**src/common/dac_cfg_config.svh**
```systemverilog
`ifndef DAC_CFG_CONFIG_SVH
`define DAC_CFG_CONFIG_SVH

// i2c master core register map
`define DAC_REG_PRE_LO    3'd0
`define DAC_REG_PRE_HI    3'd1
`define DAC_REG_CTR       3'd2
`define DAC_REG_TXR_RXR   3'd3    // txr on write, rxr on read
`define DAC_REG_CR_SR     3'd4    // cr on write, sr on read

// command register bits
`define DAC_CR_STA        8'h80
`define DAC_CR_STO        8'h40
`define DAC_CR_RD         8'h20
`define DAC_CR_WR         8'h10
`define DAC_CR_NACK       8'h08
`define DAC_CR_IACK       8'h01

`define DAC_CTR_ENABLE    8'hC0   // core enable + irq enable
`define DAC_SR_TIP_BIT    7

// ad5339 pointer byte
`define DAC_POINTER       8'h01

`define DAC_DATA_WIDTH    16

// scl = sys_clk / (5 * (prescale + 1))
`define DAC_SYS_CLK_MHZ   20
`define DAC_SCL_KHZ       100
`define DAC_PRESCALE      (16'((`DAC_SYS_CLK_MHZ * 1000) / (5 * `DAC_SCL_KHZ) - 1))

// queue depth, also the sequencer's starting credits
`define DAC_CMD_DEPTH     4

`endif

```
**src/common/dac_cfg_pkg.sv**
```systemverilog
`include "dac_cfg_config.svh"

package dac_cfg_pkg;

    // what the wishbone engine does with one queue entry
    typedef enum logic [1:0] {
        OP_REG_WR   = 2'd0,    // single wishbone write
        OP_REG_RD   = 2'd1,    // single wishbone read, data comes back as a response
        OP_WAIT_SET = 2'd2,    // hold until the core irq goes high
        OP_WAIT_CLR = 2'd3     // hold until the core irq goes low
    } wb_op_e;

    // sequencer -> engine
    typedef struct packed {
        wb_op_e      op;
        logic [2:0]  addr;
        logic [7:0]  data;     // unused for reads and waits
    } wb_cmd_t;

    // engine -> sequencer, one pulse per register read
    typedef struct packed {
        logic        valid;
        logic [7:0]  data;
    } wb_rsp_t;

    // outgoing wishbone signals
    typedef struct packed {
        logic        cyc;
        logic        stb;
        logic        we;
        logic [2:0]  adr;
        logic [7:0]  dat;
    } wb_bus_t;

    // request control -> sequencer
    // fields other than start stay stable for the whole job
    typedef struct packed {
        logic                        start;
        logic                        is_read;
        logic [6:0]                  dev_addr;
        logic [`DAC_DATA_WIDTH-1:0]  wr_data;
    } host_job_t;

endpackage

```
**src/dac_seq/dac_seq_fsm.sv**
```systemverilog
`timescale 1ns/10ps
`include "dac_cfg_config.svh"

module dac_seq_fsm import dac_cfg_pkg::*; (
    input  logic                        sys_clk,
    input  logic                        sys_rst,
    input  host_job_t                   job_i,
    output logic                        job_done_o,
    output logic [`DAC_DATA_WIDTH-1:0]  rd_word_o,
    output wb_cmd_t                     cmd_o,
    output logic                        cmd_valid_o,
    input  logic                        credit_return_i,
    input  wb_rsp_t                     rsp_i
);

localparam int          CW       = $clog2(`DAC_CMD_DEPTH + 1);
localparam logic [15:0] PRESCALE = `DAC_PRESCALE;

localparam logic [2:0] S_IDLE = 3'd0;
localparam logic [2:0] S_INIT = 3'd1;   // prescaler and ctr writes
localparam logic [2:0] S_TX   = 3'd2;
localparam logic [2:0] S_RX   = 3'd3;
localparam logic [2:0] S_DONE = 3'd4;

logic [2:0]    state;
logic [2:0]    sub;         // step inside the current byte
logic [2:0]    byte_idx;    // rx bytes follow the tx bytes
logic [2:0]    last_tx;
logic [CW-1:0] credit_cnt;
logic          rd_pending;
logic          want;
logic          issue;
logic [7:0]    tx_byte;
logic [7:0]    tx_cr;
logic [7:0]    rx_cr;
logic [7:0]    rx_hi;
wb_cmd_t       nxt_cmd;

function automatic wb_cmd_t mk_cmd(input wb_op_e op, input logic [2:0] addr,
                                   input logic [7:0] data);
    wb_cmd_t c;
    c.op   = op;
    c.addr = addr;
    c.data = data;
    return c;
endfunction

assign last_tx = job_i.is_read ? 3'd2 : 3'd3;
assign rx_cr   = (byte_idx == 3'd3) ? `DAC_CR_RD : (`DAC_CR_RD | `DAC_CR_NACK | `DAC_CR_STO);

always_comb begin
    tx_byte = {job_i.dev_addr, 1'b0};
    tx_cr   = `DAC_CR_STA | `DAC_CR_WR;
    case (byte_idx)
        3'd1: begin
            tx_byte = `DAC_POINTER;
            tx_cr   = `DAC_CR_WR;
        end
        3'd2: begin
            tx_byte = job_i.is_read ? {job_i.dev_addr, 1'b1} : job_i.wr_data[15:8];
            tx_cr   = job_i.is_read ? (`DAC_CR_STA | `DAC_CR_WR) : `DAC_CR_WR;
        end
        3'd3: begin
            tx_byte = job_i.wr_data[7:0];
            tx_cr   = `DAC_CR_STO | `DAC_CR_WR;
        end
        default: begin
            tx_byte = {job_i.dev_addr, 1'b0};   // address with w
            tx_cr   = `DAC_CR_STA | `DAC_CR_WR;
        end
    endcase
end

always_comb begin
    want    = 1'b1;
    nxt_cmd = mk_cmd(OP_REG_WR, `DAC_REG_PRE_LO, PRESCALE[7:0]);
    case (state)
        S_INIT: begin
            case (sub)
                3'd0:    nxt_cmd = mk_cmd(OP_REG_WR, `DAC_REG_PRE_LO, PRESCALE[7:0]);
                3'd1:    nxt_cmd = mk_cmd(OP_REG_WR, `DAC_REG_PRE_HI, PRESCALE[15:8]);
                default: nxt_cmd = mk_cmd(OP_REG_WR, `DAC_REG_CTR, `DAC_CTR_ENABLE);
            endcase
        end
        S_TX: begin
            case (sub)
                3'd0:    nxt_cmd = mk_cmd(OP_REG_WR, `DAC_REG_TXR_RXR, tx_byte);
                3'd1:    nxt_cmd = mk_cmd(OP_REG_WR, `DAC_REG_CR_SR, tx_cr);
                3'd2:    nxt_cmd = mk_cmd(OP_WAIT_SET, `DAC_REG_CR_SR, 8'h00);
                3'd3:    nxt_cmd = mk_cmd(OP_REG_WR, `DAC_REG_CR_SR, `DAC_CR_IACK);
                3'd4:    nxt_cmd = mk_cmd(OP_WAIT_CLR, `DAC_REG_CR_SR, 8'h00);
                default: nxt_cmd = mk_cmd(OP_REG_RD, `DAC_REG_CR_SR, 8'h00);  // sr poll
            endcase
        end
        S_RX: begin
            case (sub)
                3'd0:    nxt_cmd = mk_cmd(OP_REG_WR, `DAC_REG_CR_SR, rx_cr);
                3'd1:    nxt_cmd = mk_cmd(OP_WAIT_SET, `DAC_REG_CR_SR, 8'h00);
                3'd2:    nxt_cmd = mk_cmd(OP_REG_WR, `DAC_REG_CR_SR, `DAC_CR_IACK);
                3'd3:    nxt_cmd = mk_cmd(OP_WAIT_CLR, `DAC_REG_CR_SR, 8'h00);
                default: nxt_cmd = mk_cmd(OP_REG_RD, `DAC_REG_TXR_RXR, 8'h00);
            endcase
        end
        default: want = 1'b0;
    endcase
end

// one read in flight at most
assign issue = want & ~rd_pending & (credit_cnt != '0);

always_ff @(posedge sys_clk) begin
    if (sys_rst) begin
        state       <= S_IDLE;
        sub         <= 3'd0;
        byte_idx    <= 3'd0;
        credit_cnt  <= CW'(`DAC_CMD_DEPTH);
        rd_pending  <= 1'b0;
        cmd_valid_o <= 1'b0;
        job_done_o  <= 1'b0;
    end else begin
        cmd_valid_o <= issue;
        job_done_o  <= 1'b0;
        credit_cnt  <= credit_cnt + CW'(credit_return_i) - CW'(issue);
        case (state)
            S_IDLE: begin
                if (job_i.start) begin
                    state    <= S_INIT;
                    sub      <= 3'd0;
                    byte_idx <= 3'd0;
                end
            end
            S_INIT: begin
                if (issue) begin
                    sub   <= (sub == 3'd2) ? 3'd0 : sub + 3'd1;
                    state <= (sub == 3'd2) ? S_TX : S_INIT;
                end
            end
            S_TX: begin
                if (issue) begin
                    if (sub == 3'd5)
                        rd_pending <= 1'b1;
                    else
                        sub <= sub + 3'd1;
                end
                if (rsp_i.valid) begin
                    rd_pending <= 1'b0;
                    if (!rsp_i.data[`DAC_SR_TIP_BIT]) begin   // byte finished once tip clears
                        sub      <= 3'd0;
                        byte_idx <= byte_idx + 3'd1;
                        if (byte_idx == last_tx)
                            state <= job_i.is_read ? S_RX : S_DONE;
                    end
                end
            end
            S_RX: begin
                if (issue) begin
                    if (sub == 3'd4)
                        rd_pending <= 1'b1;
                    else
                        sub <= sub + 3'd1;
                end
                if (rsp_i.valid) begin
                    rd_pending <= 1'b0;
                    sub        <= 3'd0;
                    byte_idx   <= byte_idx + 3'd1;
                    if (byte_idx != 3'd3)
                        state <= S_DONE;
                end
            end
            S_DONE: begin
                job_done_o <= 1'b1;
                state      <= S_IDLE;
            end
            default: state <= S_IDLE;
        endcase
    end
end

always_ff @(posedge sys_clk) begin
    if (issue)
        cmd_o <= nxt_cmd;
    if (state == S_RX && rsp_i.valid) begin
        if (byte_idx == 3'd3)
            rx_hi <= rsp_i.data;        // high byte arrives first
        else
            rd_word_o <= {rx_hi, rsp_i.data};
    end
end

a_credit_max: assert property (@(posedge sys_clk) disable iff (sys_rst)
    credit_cnt <= CW'(`DAC_CMD_DEPTH))
    else $error("credit count above queue depth");

endmodule

```
**src/hw/cfg_request_ctrl.sv**
```systemverilog
`timescale 1ns/10ps
`include "dac_cfg_config.svh"

module cfg_request_ctrl import dac_cfg_pkg::*; (
    input  logic                        sys_clk,
    input  logic                        sys_rst,
    input  logic [6:0]                  device_addr_i,
    input  logic [`DAC_DATA_WIDTH-1:0]  iic_wr_data_i,
    input  logic                        iic_wr_req_i,
    input  logic                        iic_rd_req_i,
    output logic                        iic_wr_ack_o,
    output logic                        iic_rd_ack_o,
    output logic                        iic_wr_done_o,
    output logic                        iic_rd_done_o,
    output logic                        iic_busy_o,
    output logic [`DAC_DATA_WIDTH-1:0]  iic_rd_data_o,
    output host_job_t                   job_o,
    input  logic                        job_done_i,
    input  logic [`DAC_DATA_WIDTH-1:0]  rd_word_i
);

logic                       accept_wr;
logic                       accept_rd;
logic                       job_start;
logic                       job_is_read;    // kind of job in flight
logic [6:0]                 dev_addr_q;
logic [`DAC_DATA_WIDTH-1:0] wr_data_q;

// write has priority when both are raised
assign accept_wr = iic_wr_req_i & ~iic_busy_o;
assign accept_rd = iic_rd_req_i & ~iic_wr_req_i & ~iic_busy_o;

always_ff @(posedge sys_clk) begin
    if (sys_rst) begin
        iic_wr_ack_o  <= 1'b0;
        iic_rd_ack_o  <= 1'b0;
        iic_wr_done_o <= 1'b0;
        iic_rd_done_o <= 1'b0;
        iic_busy_o    <= 1'b0;
        job_start     <= 1'b0;
        job_is_read   <= 1'b0;
    end else begin
        iic_wr_ack_o  <= accept_wr;
        iic_rd_ack_o  <= accept_rd;
        job_start     <= accept_wr | accept_rd;
        iic_wr_done_o <= 1'b0;
        iic_rd_done_o <= 1'b0;
        if (accept_wr | accept_rd) begin
            iic_busy_o  <= 1'b1;        // rises together with the ack
            job_is_read <= accept_rd;
        end else if (iic_busy_o && job_done_i) begin
            iic_busy_o    <= 1'b0;
            iic_wr_done_o <= ~job_is_read;
            iic_rd_done_o <= job_is_read;
        end
    end
end

// operands held steady for the sequencer
always_ff @(posedge sys_clk) begin
    if (accept_wr | accept_rd) begin
        dev_addr_q <= device_addr_i;
        wr_data_q  <= iic_wr_data_i;
    end
    if (iic_busy_o && job_done_i && job_is_read)
        iic_rd_data_o <= rd_word_i;   // kept until the next read finishes
end

assign job_o = '{start: job_start, is_read: job_is_read, dev_addr: dev_addr_q,
                 wr_data: wr_data_q};

a_busy_ends_with_done: assert property (@(posedge sys_clk) disable iff (sys_rst)
    $fell(iic_busy_o) |-> (iic_wr_done_o || iic_rd_done_o))
    else $error("busy dropped without a done pulse");

endmodule

```
**src/hw/dac_cfg_top.sv**
```systemverilog
`timescale 1ns/10ps
`include "dac_cfg_config.svh"

module dac_cfg_top import dac_cfg_pkg::*; (
    input  logic                        sys_clk,
    input  logic                        sys_rst,

    input  logic [6:0]                  device_addr_i,
    input  logic [`DAC_DATA_WIDTH-1:0]  iic_wr_data_i,
    input  logic                        iic_wr_req_i,
    input  logic                        iic_rd_req_i,
    output logic                        iic_wr_ack_o,
    output logic                        iic_rd_ack_o,
    output logic                        iic_wr_done_o,
    output logic                        iic_rd_done_o,
    output logic                        iic_busy_o,
    output logic [`DAC_DATA_WIDTH-1:0]  iic_rd_data_o,

    // register port of the external i2c master core
    output wb_bus_t                     wb_bus_o,
    input  logic [7:0]                  wb_dat_i,
    input  logic                        wb_ack_i,
    input  logic                        wb_intr_i
);

host_job_t                  job;
logic                       job_done;
logic [`DAC_DATA_WIDTH-1:0] rd_word;

wb_cmd_t cmd;
logic    cmd_valid;
logic    credit_return;
wb_rsp_t rsp;

cfg_request_ctrl u_cfg_request_ctrl (
    .sys_clk       (sys_clk),
    .sys_rst       (sys_rst),
    .device_addr_i (device_addr_i),
    .iic_wr_data_i (iic_wr_data_i),
    .iic_wr_req_i  (iic_wr_req_i),
    .iic_rd_req_i  (iic_rd_req_i),
    .iic_wr_ack_o  (iic_wr_ack_o),
    .iic_rd_ack_o  (iic_rd_ack_o),
    .iic_wr_done_o (iic_wr_done_o),
    .iic_rd_done_o (iic_rd_done_o),
    .iic_busy_o    (iic_busy_o),
    .iic_rd_data_o (iic_rd_data_o),
    .job_o         (job),
    .job_done_i    (job_done),
    .rd_word_i     (rd_word)
);

dac_seq_fsm u_dac_seq_fsm (
    .sys_clk         (sys_clk),
    .sys_rst         (sys_rst),
    .job_i           (job),
    .job_done_o      (job_done),
    .rd_word_o       (rd_word),
    .cmd_o           (cmd),
    .cmd_valid_o     (cmd_valid),
    .credit_return_i (credit_return),
    .rsp_i           (rsp)
);

wb_reg_master u_wb_reg_master (
    .sys_clk         (sys_clk),
    .sys_rst         (sys_rst),
    .cmd_i           (cmd),
    .cmd_valid_i     (cmd_valid),
    .credit_return_o (credit_return),
    .rsp_o           (rsp),
    .wb_bus_o        (wb_bus_o),
    .wb_dat_i        (wb_dat_i),
    .wb_ack_i        (wb_ack_i),
    .wb_intr_i       (wb_intr_i)
);

endmodule

```
**src/hw/wb_reg_master.sv**
```systemverilog
`timescale 1ns/10ps
`include "dac_cfg_config.svh"

module wb_reg_master import dac_cfg_pkg::*; (
    input  logic       sys_clk,
    input  logic       sys_rst,
    input  wb_cmd_t    cmd_i,
    input  logic       cmd_valid_i,
    output logic       credit_return_o,
    output wb_rsp_t    rsp_o,
    output wb_bus_t    wb_bus_o,
    input  logic [7:0] wb_dat_i,
    input  logic       wb_ack_i,
    input  logic       wb_intr_i
);

localparam int DEPTH = `DAC_CMD_DEPTH;
localparam int PW    = $clog2(DEPTH);
localparam int CW    = $clog2(DEPTH + 1);

localparam logic [1:0] E_IDLE = 2'd0;
localparam logic [1:0] E_BUS  = 2'd1;   // access on the bus, waiting for ack
localparam logic [1:0] E_WAIT = 2'd2;   // waiting on the irq level

wb_cmd_t       q_mem [DEPTH];
logic [PW-1:0] wr_ptr;
logic [PW-1:0] rd_ptr;
logic [CW-1:0] q_cnt;
logic          pop;
logic [1:0]    eng_state;
wb_cmd_t       cur_cmd;
logic          bus_act;
logic          rsp_valid;
logic [7:0]    rsp_data;

function automatic logic [PW-1:0] next_ptr(input logic [PW-1:0] p);
    return (p == PW'(DEPTH - 1)) ? '0 : p + 1'b1;
endfunction

assign pop = (eng_state == E_IDLE) && (q_cnt != '0);

always_ff @(posedge sys_clk) begin
    if (sys_rst) begin
        wr_ptr          <= '0;
        rd_ptr          <= '0;
        q_cnt           <= '0;
        eng_state       <= E_IDLE;
        bus_act         <= 1'b0;
        rsp_valid       <= 1'b0;
        credit_return_o <= 1'b0;
    end else begin
        credit_return_o <= pop;     // one credit back per popped entry
        rsp_valid       <= 1'b0;
        q_cnt           <= q_cnt + CW'(cmd_valid_i) - CW'(pop);
        if (cmd_valid_i)
            wr_ptr <= next_ptr(wr_ptr);
        if (pop)
            rd_ptr <= next_ptr(rd_ptr);

        case (eng_state)
            E_IDLE: begin
                if (pop) begin
                    if (q_mem[rd_ptr].op == OP_WAIT_SET || q_mem[rd_ptr].op == OP_WAIT_CLR) begin
                        eng_state <= E_WAIT;
                    end else begin
                        eng_state <= E_BUS;
                        bus_act   <= 1'b1;
                    end
                end
            end
            E_BUS: begin
                if (wb_ack_i) begin
                    bus_act   <= 1'b0;   // at least one idle cycle before the next access
                    rsp_valid <= (cur_cmd.op == OP_REG_RD);
                    eng_state <= E_IDLE;
                end
            end
            E_WAIT: begin
                if (wb_intr_i == (cur_cmd.op == OP_WAIT_SET))
                    eng_state <= E_IDLE;
            end
            default: eng_state <= E_IDLE;
        endcase
    end
end

always_ff @(posedge sys_clk) begin
    if (cmd_valid_i)
        q_mem[wr_ptr] <= cmd_i;
    if (pop)
        cur_cmd <= q_mem[rd_ptr];
    if (eng_state == E_BUS && wb_ack_i)
        rsp_data <= wb_dat_i;   // sampled with the ack
end

always_comb begin
    wb_bus_o.cyc = bus_act;
    wb_bus_o.stb = bus_act;
    wb_bus_o.we  = (cur_cmd.op == OP_REG_WR);
    wb_bus_o.adr = cur_cmd.addr;
    wb_bus_o.dat = cur_cmd.data;
end

assign rsp_o = '{valid: rsp_valid, data: rsp_data};

// credits upstream must keep the queue from overflowing
a_no_overflow: assert property (@(posedge sys_clk) disable iff (sys_rst)
    cmd_valid_i |-> q_cnt != CW'(DEPTH))
    else $error("push into a full command queue");

a_stb_until_ack: assert property (@(posedge sys_clk) disable iff (sys_rst)
    (wb_bus_o.stb && !wb_ack_i) |=> wb_bus_o.stb)
    else $error("stb dropped before ack");

endmodule

```
**config.mk**
```make
export PLATFORM = sky130hd
export DESIGN_NAME = dac_cfg_top
export DESIGN_NICKNAME = d
export VERILOG_FILES = /design/src/common/dac_cfg_pkg.sv /design/src/dac_seq/dac_seq_fsm.sv /design/src/hw/cfg_request_ctrl.sv /design/src/hw/dac_cfg_top.sv /design/src/hw/wb_reg_master.sv
export VERILOG_INCLUDE_DIRS = /design/src /design/src/common
export SDC_FILE = /design/constraint.sdc
export NUM_CORES = 1
export LEC_CHECK = 0
export ABC_AREA = 1
export BUFFER_PORTS_ARGS = -buffer_cell sky130_fd_sc_hd__buf_2
export CAP_MARGIN = 30
export CORE_ASPECT_RATIO = 1.1
export CORE_MARGIN = 4
export CORE_UTILIZATION = 30
export CTS_CLUSTER_SIZE = 30
export DETAILED_ROUTE_END_ITERATION = 16
export PLACE_DENSITY = 0.47
export SYNTH_ARGS = -nofsm -noshare
export SYNTH_HDL_FRONTEND = slang
export SYNTH_SLANG_ARGS = --single-unit
```
**constraint.sdc**
```tcl
create_clock -name sys_clk -period 3.5 [get_ports sys_clk]
set_input_delay 0.35 -clock sys_clk [delete_from_list [all_inputs] [get_ports sys_clk]]
set_output_delay 0.35 -clock sys_clk [all_outputs]
set_load 0.01 [all_outputs]
```
After elaboration in Yosys (flattened, before gate mapping)
Memory sizes are Yosys's and may differ from the RTL's. A register that Yosys moved wholly into a read port is not among the register bits.
Cells that the tools add are included.

cells by class
  muxes and demuxes = 61
  eq/ne operators = 39
  bitwise operators = 14
  reduce and logical (&&, ||, !) cells = 28
  $mul = 0
  add/sub/neg operators = 8
  shifts and indexed selects = 0
  order comparisons = 0
  divide/modulo/power cells = 0

operators by type and width
  cell                                                                    count
  13-bit case mux with 5 select lines                                     1
  3-bit two-way mux                                                       21
  13-bit case mux with 4 select lines                                     1
  8-bit case mux with 3 select lines                                      2
  13-bit case mux with 3 select lines                                     1
  3-bit case mux with 4 select lines                                      2
  10-bit case mux with 2 select lines                                     1
  3-bit by 2-bit equality test with 1-bit output (second input constant)  6
  2-bit two-way mux                                                       9
  1-bit two-way mux                                                       16
  8-bit two-way mux                                                       2
  5-bit AND reduction                                                     3
  2-bit by 1-bit != test with 1-bit output (second input constant)        7
  2-bit equality test (second input constant)                             6
  3-bit by 1-bit != test with 1-bit output (second input constant)        4
  3-bit by 1-bit equality test with 1-bit output (second input constant)  3
  3-bit equality test (second input constant)                             3
  3-bit case mux with 3 select lines                                      1
  3-bit nonzero test                                                      3
  3-bit OR reduction                                                      3
  2-bit != test (second input constant)                                   4
  1-bit NOT                                                               8
  7-bit two-way mux                                                       1
  7-bit AND reduction                                                     1
  21 further kinds                                                        41

storage, ports and cells
  register bits after elaboration = 131
  memories = 1
  bits in latches = 0
  RAM bits = 52
  word-level logic and storage cells = 184
  ROM bits = 0
  output and inout port bits = 35

memory list
  memory                 words  bits a word  rd ports  clocked after Yosys merged registers in  write ports  line                 source
  u_wb_reg_master.q_mem  4      13           1         1                                        1            wb_reg_master.sv:25  wb_cmd_t q_mem [DEPTH];

Depth between registers and ports, before layout
  depth in word-level cells = 9
  gate-level depth with buffers = 12
  depth with buffers taken out = 12

Cells and area by module
From an unflattened synthesis, not the netlist that was laid out.

second synthesis, totals
  cell total of the unflattened synthesis = 607
  area, all modules = 7462.2 um^2

by module, submodules not included
  module            area an instance (um^2)  times used  cells an instance  seq. area each (um^2)
  wb_reg_master     3398.3                   1           253                2472.4
  dac_seq_fsm       2643.8                   1           286                1411.4
  cfg_request_ctrl  1420.1                   1           68                 1311.3

Worst setup path after synthesis
Ideal clock, no wire load.

  path type = register to register
  from = register u_dac_seq_fsm.byte_idx[0]
  to = register u_dac_seq_fsm.rd_word_o[0] (enable)
  stages on the path, launching flop included = 4
  arrival = 1.936 ns
  setup time = 0.409 ns
  path buffers = 0
  setup slack = 1.155 ns
  data required time = 3.091 ns
  period minus slack after synthesis = 2.345 ns
  path through = dfxtp_1 -> ha_1 -> ha_1 -> nor3_1

on the way
  cells in the longest elaborated chain, start to end = 3

ends and longest elaborated chain
  what                                            line                source
  start, declared                                 dac_seq_fsm.sv:27   logic [2:0] byte_idx;
  start signal, assigned                          dac_seq_fsm.sv:149  byte_idx <= byte_idx + 3'd1;
  start signal, assigned                          dac_seq_fsm.sv:165  byte_idx <= byte_idx + 3'd1;
  3-bit by 2-bit equality test with 1-bit output  dac_seq_fsm.sv:183  if (byte_idx == 3'd3)
  1-bit NOT (no line)                             -
  2-bit AND reduction (no line)                   -
  end signal, assigned                            dac_seq_fsm.sv:186  rd_word_o <= {rx_hi, rsp_i.data};
  end, declared                                   dac_seq_fsm.sv:9    output logic [`DAC_DATA_WIDTH-1:0] rd_word_o,

Every way passes these cells.
A chain may end at the register's enable or synchronous reset.

Final worst setup path
  from = register u_dac_seq_fsm.state[1]
  to = register u_dac_seq_fsm.credit_cnt[2]

on the way
  cells in the longest elaborated chain, start to end = 6

ends and longest elaborated chain
  what                                                                                                                     line                source
  start, declared                                                                                                          dac_seq_fsm.sv:25   logic [2:0] state;
  start signal, assigned                                                                                                   dac_seq_fsm.sv:135  state <= (sub == 3'd2) ? S_TX : S_INIT;
  start signal, assigned                                                                                                   dac_seq_fsm.sv:151  state <= job_i.is_read ? S_RX : S_DONE;
  3-bit by 1-bit equality test with 1-bit output / 3-bit by 2-bit equality test with 1-bit output (equally long branches)  dac_seq_fsm.sv:77   case (state)
  3-bit OR reduction (no line) *                                                                                           -
  1-bit two-way mux *                                                                                                      dac_seq_fsm.sv:77
  1-bit AND * (2 in series)                                                                                                dac_seq_fsm.sv:109  assign issue = want & ~rd_pending & (credit_cnt != '0);
  net u_dac_seq_fsm.issue                                                                                                  dac_seq_fsm.sv:32   logic issue;
  3-bit by 1-bit subtractor with 3-bit output *                                                                            dac_seq_fsm.sv:123  credit_cnt <= credit_cnt + CW'(credit_return_i) - CW'(issue);
  end signal, assigned                                                                                                     dac_seq_fsm.sv:116  credit_cnt <= CW'(`DAC_CMD_DEPTH);
  end signal, assigned                                                                                                     dac_seq_fsm.sv:123
  end, declared                                                                                                            dac_seq_fsm.sv:29   logic [CW-1:0] credit_cnt;

The timed path passes the listed nets; every way through them passes the cells marked *.

==> results.yml <==
layout:
  area.growth.synth_to_final_pct: 17.0
  final_cell_area_um2: 8720
  final_nets: 739
  diodes: 0
  fillers: 2379
  drive_above_1_share_pct: 22.8
clock_network:
  clk_latency_ns: 0.43
  path_clk_slew_ns: 0.07
  htree_levels: 4
  holdBufCountCts: 0
  tritoncts: "built"
  root_buffer: "clkbuf_16"
  cts_resized: 0
  clock_sinks: 185
  post_cts_buffers: 0
  clockBufferDepth: 2
  cts_buffers: 17
worst_setup_path:
  path_class: "reg -> reg"
  crit_chain: "inv_2, nand2_2, nand2_1, nor2_2, buf_4, ha_1, inv_1, ha_1, fa_1, or2_2, nand3_1"
  timing.rr.start: "u_dac_seq_fsm.state[1]"
  slowest_stage: "dfxtp_1"
  critPathLaunchType: "flop"
  path_common_cell: "ha_1"
  crit_path_start: "u_dac_seq_fsm.state[1]"
  cp_top_family: "adder cells"
  critPathCaptureType: "flop"
  crit_arrival_ns: 2.80
  path_buf_inv: 3
  worstPathMaxFanout: 17
  worst_path_largest_cell_delay_ns: 0.59
  required_ns: 3.86
sta:
  finalCritPeriodShare_pct: 69.6
  finalMaxSlewViolations: 0
  finClkSkew_ns: 0.0119
  max_freq_mhz: 410
  setup_tns_ns: 0
  setup_viol: 0
  fin_crit_ns: 2.44
  slew_headroom_pct: 48.4
  hold_violations: 0
  worst_slew_pin_slew_ns: 0.773
  rsz0062_at_grt: "no"
worst_hold_path:
  min_path_type: "in -> reg"
  min_from: "iic_wr_data_i[10]"
drt:
  wl_per_cell_um: 14.8
  drc: 0
  ant_nets: 0
  wl_um: 14800
  dr.pass1.iters: 4
  post_drt_via_cell_ratio: 4.46
  drt_iter0_drc: 211
  vias: 4482
grt:
  grt_pass1_wl_um: 23800
  grt_pass1_vias: 4562
  antenna_found_initial: 0
  grt_use_met1_pct: 13.8
  top_usage_layer: "met2"
  grt_max_degree: 28
  grt_remaining_overflow: 0
  use_met2_pct: 18.9
  groute.usage.overall_pct: 11.1
  use_met3_pct: 2.57
placement:
  placement.io_buffers: 71
  gp_congestion: 0.832
  hpwl_um: 10400
  place_area_um2: 8130
synth:
  synth_cell_types: 41
  synth_seq_cells: 185
  synth_area_um2: 7450
  syn_nets: 666
  syn_inst: 609
  yosysWarnings: 0
  syn_area_per_cell_um2: 12.2
  seq_area_frac_synth_pct: 69.7
pwr:
  vdd_drop_max_mv: 0.362
  cellPowerDensity_nw_per_um2: 796
  leakage_nw: 3.32
status:
  status: "complete, no violations"
die:
  die-area_um2: 27400
  die_w_um: 158
  core_area_um2: 24500
  die_h_um: 173
  ios: 72
  rows: 60
  start_util_pct: 30.4
flow_run:
  cap_violations: 0
cells in the final DEF, fill, tap and decap left out, types with 4 or more instances in the layout:
master,n
inv_8,4
nand3_1,23
buf_2,71
inv_1,55
nand4_1,6
edfxtp_1,149
o21ai_0,39
a21oi_1,19
buf_4,7
dfxtp_1,36
nor2_4,5
ha_1,18
nand2_1,84
o22ai_1,12
nor2_1,63
nor2_2,7
clkbuf_16,17
nor3_1,12
o21ai_1,4
nand2_2,10
inv_2,10
area by class of cell:
class | count | area, µm² | share of cell area, %
well taps | 310 | 388 | 4.45
repair buffers | 79 | 435 | 5.00
multi-input cells | 332 | 1850 | 21.3
inverters | 67 | 256 | 2.94
clock buffers | 17 | 425 | 4.88
flip-flops and latches | 185 | 5190 | 59.6
clock inverters | 14 | 161 | 1.85
sequential cells by signal (all words and copies together), names as in the netlist, 2 cells and up, named ones only:
name / flops
u_wb_reg_master.eng_state: 2
u_dac_seq_fsm.cmd_o: 13
u_cfg_request_ctrl.wr_data_q: 16
u_wb_reg_master.wb_bus_o: 11
u_wb_reg_master.wr_ptr: 2
u_dac_seq_fsm.rx_hi: 8
u_dac_seq_fsm.sub: 3
u_dac_seq_fsm.credit_cnt: 3
u_wb_reg_master.cur_cmd: 2
u_dac_seq_fsm.byte_idx: 3
u_wb_reg_master.q_mem: 52
u_dac_seq_fsm.rd_word_o: 16
u_dac_seq_fsm.state: 3
u_wb_reg_master.q_cnt: 3
u_cfg_request_ctrl.iic_rd_data_o: 16
u_wb_reg_master.rsp_data: 8
u_wb_reg_master.rd_ptr: 2
u_cfg_request_ctrl.dev_addr_q: 7
logic make-up after synthesis:
family / count (synthesis) / share of synthesized area [%]
AND/OR/NAND/NOR: 221 / 14.3
flip-flops: 185 / 69.7
buffers and inverters: 92 / 5.47
AO/OA/AOI/OAI: 90 / 6.88
adder cells (fa/ha/maj): 20 / 3.56
XOR/XNOR: 1 / 0.118
path summary, 6_finish.rpt:
path / slack, ns / depth (start not counted) / to
max: 1.06 / 11 / u_dac_seq_fsm.credit_cnt[2]
min: 0.09 / 1 / u_cfg_request_ctrl.wr_data_q[10]
max reg2reg: 1.06 / 11 / u_dac_seq_fsm.credit_cnt[2]
min reg2reg: 0.42 / 0 / u_cfg_request_ctrl.iic_rd_data_o[9]
per-layer routing:
metal  wire length (µm)  share of wire, %  vias to the layer above
met5                  0                 0                        -
met4                221               1.5                        0
li1                   -                 -                     2237
met2               7550                51                       82
met1               6480                44                     2147
met3                576               3.9                       16
report_power, final:
part / internal (mW) / leakage (nW) / switching (mW) / total (mW)
clock: 1.01 / 0.281 / 0.878 / 1.89
combinational: 0.633 / 1.38 / 1.26 / 1.89
sequential: 2.91 / 1.67 / 0.246 / 3.16
total: 4.56 / 3.32 / 2.38 / 6.94
metrics by stage:
stage                     utilization [%]  hold slack [ns]  setup slack, ns  power [mW]  std cells
after floorplan                         -            0.400             1.15        4.62        609
after global placement               33.1            0.401             1.20        5.06        972
after detailed placement             33.2            0.405             1.08        5.13        973
after CTS                            35.6           0.0628             1.05        7.05       1004
after global routing                 35.6           0.0701            0.887        7.43       1004
final                                35.6           0.0903             1.06        6.94       1004
cells in the mapped netlist, drive strengths merged:
cell      n  area, µm²
nand2    95        389
o31ai     1       7.51
o211ai    3       22.5
a21oi    22        121
inv      67        257
or2       1       6.26
fa        2       40.0
a22oi     1       7.51
nand3    28        188
nor3     15       85.1
nor2     76        357
clkbuf    8       30.0
edfxtp  149       4470
a31oi     1       6.26
o211a     1       10.0
a211oi    1       7.51
buf      17        121
dfxtp    36        721
xor2      1       8.76
o311ai    1       8.76
o21ai    44        224
o21bai    1       7.51
o22ai    12       75.1
ha       18        225
a21o      2       15.0
nand4     6       37.5
worst reg2reg max path, delay by kind of cell (launching register included):
kind	cells	cell delay, ns
adders and majority gates	3	0.74
buffers and inverters	3	0.41
DFF	1	0.59
and+or+nand+nor	5	0.64
Power figures use the tool's default switching activity.
